===== src/pkt_fifo_pkg.sv =====
package pkt_fifo_pkg;

   // -------------------------------------------------------------------------
   // statistics readout
   // -------------------------------------------------------------------------

   localparam int STAT_W = 32;  // counter and stat_data width

   // counter selector on the req/ack port
   typedef enum logic [1:0] {
      STAT_PKTS_OUT     = 2'd0,  // packets leaving on egress
      STAT_BYTES_OUT    = 2'd1,  // tkeep bytes leaving on egress
      STAT_PKTS_DROPPED = 2'd2,  // whole packets lost to overflow
      STAT_BEATS_IN     = 2'd3   // every ingress beat, kept or not
   } stat_sel_e;

   // -------------------------------------------------------------------------
   // ingress packet state
   // -------------------------------------------------------------------------

   typedef enum logic [1:0] {
      ING_IDLE   = 2'd0,  // between packets
      ING_ACCEPT = 2'd1,  // mid packet, beats going to storage
      ING_DROP   = 2'd2   // swallowing the tail of a lost packet
   } ingress_state_e;

endpackage


===== src/pkt_fifo_mem.sv =====
`timescale 1ns/100ps

module pkt_fifo_mem #(
   parameter int FIFO_DEPTH    = 64,
   parameter int DATA_BYTE_WID = 4
) (
   input  logic                       axi4s_out,
   input  logic                       rst_n,

   input  logic                       wr,
   input  logic                       wr_commit,
   input  logic                       wr_abort,
   input  logic [DATA_BYTE_WID*8-1:0] wr_tdata,
   input  logic [DATA_BYTE_WID-1:0]   wr_tkeep,
   input  logic                       wr_tlast,
   output logic                       full,

   input  logic                       rd,
   output logic [DATA_BYTE_WID*8-1:0] rd_tdata,
   output logic [DATA_BYTE_WID-1:0]   rd_tkeep,
   output logic                       rd_tlast,
   output logic                       rd_empty
);

   localparam int PTR_W = $clog2(FIFO_DEPTH);
   localparam int CNT_W = PTR_W + 1;  // extra wrap bit

   logic [DATA_BYTE_WID*8-1:0] mem_tdata [FIFO_DEPTH];
   logic [DATA_BYTE_WID-1:0]   mem_tkeep [FIFO_DEPTH];
   logic                       mem_tlast [FIFO_DEPTH];

   logic [CNT_W-1:0] wr_ptr;      // tentative write pointer
   logic [CNT_W-1:0] cmt_ptr;     // end of committed packets
   logic [CNT_W-1:0] rd_ptr;
   logic [CNT_W-1:0] wr_ptr_nxt;
   logic [CNT_W-1:0] used_cnt;
   logic [CNT_W-1:0] avail_cnt;
   logic             wr_en;
   logic             rd_en;

   // occupancy includes tentative words while readability stops at the commit point
   assign used_cnt  = wr_ptr - rd_ptr;
   assign avail_cnt = cmt_ptr - rd_ptr;
   assign full      = (used_cnt == CNT_W'(FIFO_DEPTH));
   assign rd_empty  = (avail_cnt == '0);

   assign wr_en      = wr && !full;
   assign rd_en      = rd && !rd_empty;
   assign wr_ptr_nxt = wr_ptr + CNT_W'(wr_en);

   // -------------------------------------------------------------------------
   // pointers
   // -------------------------------------------------------------------------
   always_ff @(posedge axi4s_out or negedge rst_n) begin
      if (!rst_n) begin
         wr_ptr  <= '0;
         cmt_ptr <= '0;
         rd_ptr  <= '0;
      end else begin
         if (wr_abort) begin
            wr_ptr <= cmt_ptr;  // throw away the partial packet
         end else begin
            wr_ptr <= wr_ptr_nxt;
         end
         if (wr_commit) begin
            cmt_ptr <= wr_ptr_nxt;  // includes a tlast word written this edge
         end
         if (rd_en) begin
            rd_ptr <= rd_ptr + 1'b1;
         end
      end
   end

   // storage array
   always_ff @(posedge axi4s_out) begin
      if (wr_en) begin
         mem_tdata[wr_ptr[PTR_W-1:0]] <= wr_tdata;
         mem_tkeep[wr_ptr[PTR_W-1:0]] <= wr_tkeep;
         mem_tlast[wr_ptr[PTR_W-1:0]] <= wr_tlast;
      end
   end

   // first word fall through
   assign rd_tdata = mem_tdata[rd_ptr[PTR_W-1:0]];
   assign rd_tkeep = mem_tkeep[rd_ptr[PTR_W-1:0]];
   assign rd_tlast = mem_tlast[rd_ptr[PTR_W-1:0]];

endmodule


===== src/pkt_ingress_ctrl.sv =====
`timescale 1ns/100ps

module pkt_ingress_ctrl
   import pkt_fifo_pkg::*;
(
   input  logic axi4s_out,
   input  logic rst_n,

   input  logic in_tvalid,
   input  logic in_tlast,
   input  logic full,

   output logic wr,
   output logic wr_commit,
   output logic wr_abort,
   output logic pkt_drop
);

   ingress_state_e state;
   ingress_state_e state_nxt;

   always_ff @(posedge axi4s_out or negedge rst_n) begin
      if (!rst_n) begin
         state <= ING_IDLE;
      end else begin
         state <= state_nxt;
      end
   end

   // -------------------------------------------------------------------------
   // per-packet accept / drop decision
   // -------------------------------------------------------------------------
   always_comb begin
      state_nxt = state;
      wr        = 1'b0;
      wr_commit = 1'b0;
      wr_abort  = 1'b0;
      pkt_drop  = 1'b0;

      case (state)
         ING_IDLE,
         ING_ACCEPT: begin
            if (in_tvalid) begin
               if (full) begin
                  // beat lost, so the whole packet goes
                  pkt_drop  = 1'b1;
                  wr_abort  = (state == ING_ACCEPT);  // nothing tentative at packet start
                  state_nxt = in_tlast ? ING_IDLE : ING_DROP;
               end else begin
                  wr        = 1'b1;
                  wr_commit = in_tlast;  // packet becomes readable
                  state_nxt = in_tlast ? ING_IDLE : ING_ACCEPT;
               end
            end
         end

         ING_DROP: begin
            // discard through the tlast beat
            if (in_tvalid && in_tlast) begin
               state_nxt = ING_IDLE;
            end
         end

         default: begin
            state_nxt = ING_IDLE;
         end
      endcase
   end

endmodule


===== src/pkt_fifo_sync.sv =====
`timescale 1ns/100ps

module pkt_fifo_sync #(
   parameter int FIFO_DEPTH    = 64,
   parameter int DATA_BYTE_WID = 4
) (
   input  logic                       axi4s_out,
   input  logic                       rst_n,

   input  logic [DATA_BYTE_WID*8-1:0] in_tdata,
   input  logic [DATA_BYTE_WID-1:0]   in_tkeep,
   input  logic                       in_tlast,
   input  logic                       in_tvalid,

   output logic [DATA_BYTE_WID*8-1:0] out_tdata,
   output logic [DATA_BYTE_WID-1:0]   out_tkeep,
   output logic                       out_tlast,
   output logic                       out_tvalid,
   input  logic                       out_tready,

   output logic                       oflow
);

   logic wr;
   logic wr_commit;
   logic wr_abort;
   logic full;
   logic rd;
   logic rd_empty;
   logic pkt_drop;

   // ingress side ignores back-pressure
   pkt_ingress_ctrl u_ingress (
      .axi4s_out (axi4s_out),
      .rst_n     (rst_n),
      .in_tvalid (in_tvalid),
      .in_tlast  (in_tlast),
      .full      (full),
      .wr        (wr),
      .wr_commit (wr_commit),
      .wr_abort  (wr_abort),
      .pkt_drop  (pkt_drop)
   );

   pkt_fifo_mem #(
      .FIFO_DEPTH    (FIFO_DEPTH),
      .DATA_BYTE_WID (DATA_BYTE_WID)
   ) u_mem (
      .axi4s_out (axi4s_out),
      .rst_n     (rst_n),
      .wr        (wr),
      .wr_commit (wr_commit),
      .wr_abort  (wr_abort),
      .wr_tdata  (in_tdata),
      .wr_tkeep  (in_tkeep),
      .wr_tlast  (in_tlast),
      .full      (full),
      .rd        (rd),
      .rd_tdata  (out_tdata),
      .rd_tkeep  (out_tkeep),
      .rd_tlast  (out_tlast),
      .rd_empty  (rd_empty)
   );

   // egress only sees committed packets, so store-and-forward comes for free
   assign out_tvalid = !rd_empty;
   assign rd         = out_tvalid && out_tready;  // pop on transfer

   assign oflow = pkt_drop;

endmodule


===== src/stream_probe.sv =====
`timescale 1ns/100ps

module stream_probe
   import pkt_fifo_pkg::*;
#(
   parameter int DATA_BYTE_WID = 4
) (
   input  logic                     axi4s_out,
   input  logic                     rst_n,

   input  logic                     in_tvalid,
   input  logic                     out_tvalid,
   input  logic                     out_tready,
   input  logic                     out_tlast,
   input  logic [DATA_BYTE_WID-1:0] out_tkeep,
   input  logic                     pkt_drop,

   input  logic                     stat_req,
   input  stat_sel_e                stat_sel,
   output logic                     stat_ack,
   output logic [STAT_W-1:0]        stat_data
);

   localparam int KEEP_CNT_W = $clog2(DATA_BYTE_WID + 1);

   logic [STAT_W-1:0]     pkts_out_cnt;
   logic [STAT_W-1:0]     bytes_out_cnt;
   logic [STAT_W-1:0]     pkts_drop_cnt;
   logic [STAT_W-1:0]     beats_in_cnt;
   logic [STAT_W-1:0]     sel_cnt;
   logic [KEEP_CNT_W-1:0] keep_ones;
   logic                  out_xfer;

   assign out_xfer = out_tvalid && out_tready;

   // bytes in this beat
   always_comb begin
      keep_ones = '0;
      for (int i = 0; i < DATA_BYTE_WID; i++) begin
         keep_ones = keep_ones + KEEP_CNT_W'(out_tkeep[i]);
      end
   end

   // -------------------------------------------------------------------------
   // wrapping counters
   // -------------------------------------------------------------------------
   always_ff @(posedge axi4s_out or negedge rst_n) begin
      if (!rst_n) begin
         pkts_out_cnt  <= '0;
         bytes_out_cnt <= '0;
         pkts_drop_cnt <= '0;
         beats_in_cnt  <= '0;
      end else begin
         if (in_tvalid) begin
            beats_in_cnt <= beats_in_cnt + 1'b1;  // kept or dropped
         end
         if (out_xfer) begin
            bytes_out_cnt <= bytes_out_cnt + STAT_W'(keep_ones);
         end
         if (out_xfer && out_tlast) begin
            pkts_out_cnt <= pkts_out_cnt + 1'b1;
         end
         if (pkt_drop) begin
            pkts_drop_cnt <= pkts_drop_cnt + 1'b1;
         end
      end
   end

   always_comb begin
      case (stat_sel)
         STAT_PKTS_OUT:     sel_cnt = pkts_out_cnt;
         STAT_BYTES_OUT:    sel_cnt = bytes_out_cnt;
         STAT_PKTS_DROPPED: sel_cnt = pkts_drop_cnt;
         STAT_BEATS_IN:     sel_cnt = beats_in_cnt;
         default:           sel_cnt = '0;
      endcase
   end

   // -------------------------------------------------------------------------
   // four-phase readout
   // -------------------------------------------------------------------------
   always_ff @(posedge axi4s_out or negedge rst_n) begin
      if (!rst_n) begin
         stat_ack  <= 1'b0;
         stat_data <= '0;
      end else if (stat_req && !stat_ack) begin
         stat_data <= sel_cnt;  // snapshot held until next request
         stat_ack  <= 1'b1;
      end else if (!stat_req && stat_ack) begin
         stat_ack  <= 1'b0;
      end
   end

endmodule


===== src/pkt_fifo_top.sv =====
`timescale 1ns/100ps

module pkt_fifo_top
   import pkt_fifo_pkg::*;
#(
   parameter int FIFO_DEPTH    = 64,  // power of two
   parameter int DATA_BYTE_WID = 4
) (
   input  logic                       axi4s_out,
   input  logic                       rst_n,

   input  logic [DATA_BYTE_WID*8-1:0] in_tdata,
   input  logic [DATA_BYTE_WID-1:0]   in_tkeep,
   input  logic                       in_tlast,
   input  logic                       in_tvalid,

   output logic [DATA_BYTE_WID*8-1:0] out_tdata,
   output logic [DATA_BYTE_WID-1:0]   out_tkeep,
   output logic                       out_tlast,
   output logic                       out_tvalid,
   input  logic                       out_tready,

   output logic                       oflow,

   input  logic                       stat_req,
   input  stat_sel_e                  stat_sel,
   output logic                       stat_ack,
   output logic [STAT_W-1:0]          stat_data
);

   pkt_fifo_sync #(
      .FIFO_DEPTH    (FIFO_DEPTH),
      .DATA_BYTE_WID (DATA_BYTE_WID)
   ) u_fifo (
      .axi4s_out  (axi4s_out),
      .rst_n      (rst_n),
      .in_tdata   (in_tdata),
      .in_tkeep   (in_tkeep),
      .in_tlast   (in_tlast),
      .in_tvalid  (in_tvalid),
      .out_tdata  (out_tdata),
      .out_tkeep  (out_tkeep),
      .out_tlast  (out_tlast),
      .out_tvalid (out_tvalid),
      .out_tready (out_tready),
      .oflow      (oflow)
   );

   // probe only listens to both sides
   stream_probe #(
      .DATA_BYTE_WID (DATA_BYTE_WID)
   ) u_probe (
      .axi4s_out  (axi4s_out),
      .rst_n      (rst_n),
      .in_tvalid  (in_tvalid),
      .out_tvalid (out_tvalid),
      .out_tready (out_tready),
      .out_tlast  (out_tlast),
      .out_tkeep  (out_tkeep),
      .pkt_drop   (oflow),
      .stat_req   (stat_req),
      .stat_sel   (stat_sel),
      .stat_ack   (stat_ack),
      .stat_data  (stat_data)
   );

endmodule


===== config.mk =====
export PLATFORM = sky130hd
export DESIGN_NAME = pkt_fifo_top
export DESIGN_NICKNAME = d
export VERILOG_FILES = /design/src/pkt_fifo_pkg.sv /design/src/pkt_fifo_mem.sv /design/src/pkt_ingress_ctrl.sv /design/src/pkt_fifo_sync.sv /design/src/stream_probe.sv /design/src/pkt_fifo_top.sv
export SDC_FILE = /design/constraint.sdc
export NUM_CORES = 2
export LEC_CHECK = 0
export ABC_AREA = 0
export BUFFER_PORTS_ARGS = -buffer_cell sky130_fd_sc_hd__buf_4
export CORE_MARGIN = 1.5
export CORE_UTILIZATION = 40
export CTS_BUF_LIST = sky130_fd_sc_hd__clkbuf_16
export CTS_CLUSTER_DIAMETER = 120
export DETAILED_ROUTE_END_ITERATION = 12
export PLACE_DENSITY = 0.52
export SETUP_SLACK_MARGIN = 0.1
export SYNTH_ARGS = -nofsm -noshare
export SYNTH_HDL_FRONTEND = slang
export SYNTH_SLANG_ARGS = --single-unit

===== constraint.sdc =====
create_clock -name axi4s_out -period 6.9 [get_ports axi4s_out]
set_clock_uncertainty 0.1 [all_clocks]
set_input_delay 1.035 -clock axi4s_out [delete_from_list [all_inputs] [get_ports axi4s_out]]
set_output_delay 1.035 -clock axi4s_out [all_outputs]
set_load 0.03 [all_outputs]

==> results by group <==
Floorplanning
  • Die X: 501 µm
  • Die footprint: between 0.2 and 0.3 mm²
  • Effective utilization at floorplan: about two fifths
  • Core area: about 0.25 mm²
  • Row cnt: roughly 180
  • Die height: roughly 500 µm
  • IO Pins: ~120

Critical path
  • Reg2Reg Setup Slack: 1330 ps
  • Setup crit end: out_tdata[29]
  • Reg-to-reg endpoint: u_probe.bytes_out_cnt[17]$_DFFE_PN0P_
  • Kind of critical path: register to primary output
  • Crit. Startpoint: u_fifo.u_mem.rd_ptr[1]$_DFFE_PN0P_
  • Worst EP required: approximately 5800 ps
  • Startpoint types: register
  • Worst endpoint data arrival time: 5280 ps
  • Worst Reg-to-Reg Cells: 16
  • Critical-path maximum fanout: 59
  • Crit end category: primary output
  • Reg2reg start: u_fifo.u_mem.rd_ptr[1]$_DFFE_PN0P_

Logic synthesis
  • Mapped Cells: roughly 4300
  • Post-synthesis sequential area ratio: around 76%
  • FF+latch count, synth: roughly 2600
  • Post-synth ARST share: just over 7%
  • Syn avg cell area: 23.3 µm²
  • Main synth FF type: edfxtp_1
  • Syn_nets: between 4000 and 5000
  • Yosys warning total: 0
  • Cell Area, Synth: approximately 0.099 mm²
  • Netlist cell types: between 50 and 60
  • Post-synth EDFFs: around 2400

Cells and area
  • Fin cells: 8094
  • Seq. cell area: 0.0757 mm²
  • Area grow syn2layout: 14.9%
  • Layout cells sized above 1: 32.3%
  • Layout Utilization: between 40% and 50%
  • Most frequent cells in the layout: 2368 x edfxtp_1, 800 x mux4_2, 293 x clkbuf_16, 211 x buf_4, 180 x dfrtp_1
  • Fin area: ~0.11 mm²
  • Area of the multi-input gates: ~0.023 mm²
  • Fill count: 20457
  • Nets: 4654
  • Commonest non-fill, non-tap cell in the layout: edfxtp_1

Routing
  • Avg Vias per Cell: between 5 and 6
  • Drt pass-1 iters: 6
  • DR vias: 47370
  • # DRC: 0
  • Wire length per cell: between 30 and 40 µm
  • Final ANT Viol Nets: 0
  • Routed WL: 285 mm
  • Iter 0 DRT Violations: around 5200

CTS
  • TritonCTS Sinks: 2552
  • Worst-case clock buffer depth: 4
  • CTS Root Cell: clkbuf_16
  • CTS resizes: 0
  • H-Tree Depth: 5
  • Clock Latency Late Sink: 940 ps
  • CTS tree: done
  • Setup Fix Bufs, Post-CTS: 0
  • Post-CTS Hold Buffers: 0
  • Total CTS buffers: 288
  • Worst-path clk slew: about 60 ps

Place
  • Final HPWL DP: around 160 mm
  • Placed insts: ~7600
  • PortBufs: around 120
  • Area post-placement: 0.105 mm²
  • Placer Congestion: a little under 0.8
  • Pre-CTS WS: between 1000 and 1500 ps

Hold path
  • Worst Hold Class: input pin to async pin

Run
  • Max-cap violations: 0

Timing
  • FMAX: ~160 MHz
  • Final Hold Viols: 0
  • RSZ-0062 raised after global routing: no
  • Final Max Slew Viols: 0
  • Setup_tns: 0 ps
  • Final Hold Slack: approximately 100 ps
  • Worst setup margin: a little under 500 ps
  • Tightest Pin Transition: 1230 ps
  • Relative slew slack: roughly 18%
  • Min cycle time layout: 6410 ps
  • Fin crit share: roughly 93%
  • Final setup fails: 0

Power and ir drop
  • Max IR drop VDD: between 300 and 400 µV
  • LEAKAGE: around 36 nW
  • Pwr/cell area: 413 mW/mm²
  • Total Power: ~47 mW

Global route
  • Initial antenna violation count: 15
  • Largest net degree at the start of global routing: 119
  • Vias in the first global route: about 48000
  • GR Overflow Total: 0
  • First-pass GRT wire length: slightly below 400 mm
  • GR Util All Layers: between 20% and 30%

Status
  • Status: finished clean
per-layer routing:
layer	share of wire [%]	GRT usage (%)	wire length [µm]
met5	0.0084	0	24
met4	2.7	6.60	7840
met3	6.5	3.72	18500
met2	50	38.1	143000
met1	41	30.8	116000
area by class of cell:
class,instances,area share (%)
Antenna cell,5,0.0110
Clock buffer,293,6.42
Clock inverter,190,1.26
Inverter,34,0.121
Multi-Input combinational cell,1455,20.1
Sequential cell,2552,66.4
Tap cell,3312,3.63
Timing Repair Buffer,253,2.12
synth_stat cells, drive strengths merged (2+ instances only):
cell        n  area share, %
nand2      83           0.31
mux2       44           0.50
nor3b       2          0.015
xor2       79           0.70
and2        7          0.044
a22oi       3          0.023
nor2      114           0.43
fa          2          0.040
nand3b      5          0.038
o21ai      10          0.050
and4        7          0.062
mux4      800             18
nor3       30           0.16
or3         4          0.025
o22ai       5          0.032
or3b        2          0.018
ha         24           0.30
a211oi      2          0.015
inv        33           0.12
a21oi       6          0.030
and3       15          0.095
dfrtp     184            4.6
a21o        3          0.023
a2111oi     4          0.035
nand4      26           0.16
or4         3          0.026
nand3      48           0.24
o2111ai     2          0.018
clkbuf    113           0.43
nor2b       6          0.038
nor4b       6          0.066
edfxtp   2368             72
mux2i      10           0.10
o211ai      2          0.015
or2         4          0.025
xnor2      60           0.53
nor4       28           0.19
buf       100           0.60
worst max-delay path, stage by stage (launching register included):
cell     delay (ps)
dfrtp_4         930
buf_4           900
buf_4           710
mux4_2          420
mux4_2          540
mux4_2          560
buf_4           210
flip-flops by register name, summed over array words and instances (netlist names):
signal,flops
u_fifo.u_mem.wr_ptr,7
u_fifo.u_mem.rd_ptr,7
u_fifo.u_mem.cmt_ptr,7
u_probe.stat_ack,1
u_probe.pkts_drop_cnt,32
u_probe.pkts_out_cnt,32
u_fifo.u_mem.mem_tkeep,256
u_fifo.u_ingress.state,2
u_probe.stat_data,32
u_fifo.u_mem.mem_tlast,64
u_probe.bytes_out_cnt,32
u_probe.beats_in_cnt,32
u_fifo.u_mem.mem_tdata,2048
power breakdown:
| group | switching, mW | leakage, nW | internal, mW | total, mW |
|---|---|---|---|---|
| sequential | 0.629 | 23.6 | 17.7 | 18.3 |
| combinational | 7.87 | 8.29 | 6.43 | 14.3 |
| clock | 5.99 | 4.51 | 8.50 | 14.5 |
| total | 14.5 | 36.4 | 32.6 | 47.1 |
how the worst min path moves through the flow:
stage / cells after the start / end / slack (ps)
detailed placement: 1 / u_probe.pkts_out_cnt[31]$_DFFE_PN0P_ / 360
CTS: 1 / u_probe.stat_data[31]$_DFFE_PN0P_ / 120
global placement: 1 / u_fifo.u_ingress.state[0]$_DFFE_PN0P_ / 340
finish: 1 / u_probe.stat_data[27]$_DFFE_PN0P_ / 100
global route: 1 / u_probe.stat_data[27]$_DFFE_PN0P_ / 150
floorplan: 1 / u_fifo.u_ingress.state[0]$_DFFE_PN0P_ / 330
cell families (layout without fill, tap and decap cells):
family	Yosys count	after routing	share of synthesized area (%)
AND/OR/NAND/NOR	391	391	1.96
XOR/XNOR	139	139	1.23
multiplexers	854	854	18.7
flip-flops	2552	2552	76.3
AO/OA/AOI/OAI	45	45	0.316
other	0	5	0
adder cells (fa/ha/maj)	26	26	0.343
buffers and inverters	247	770	1.15
Power figures use the tool's default switching activity.
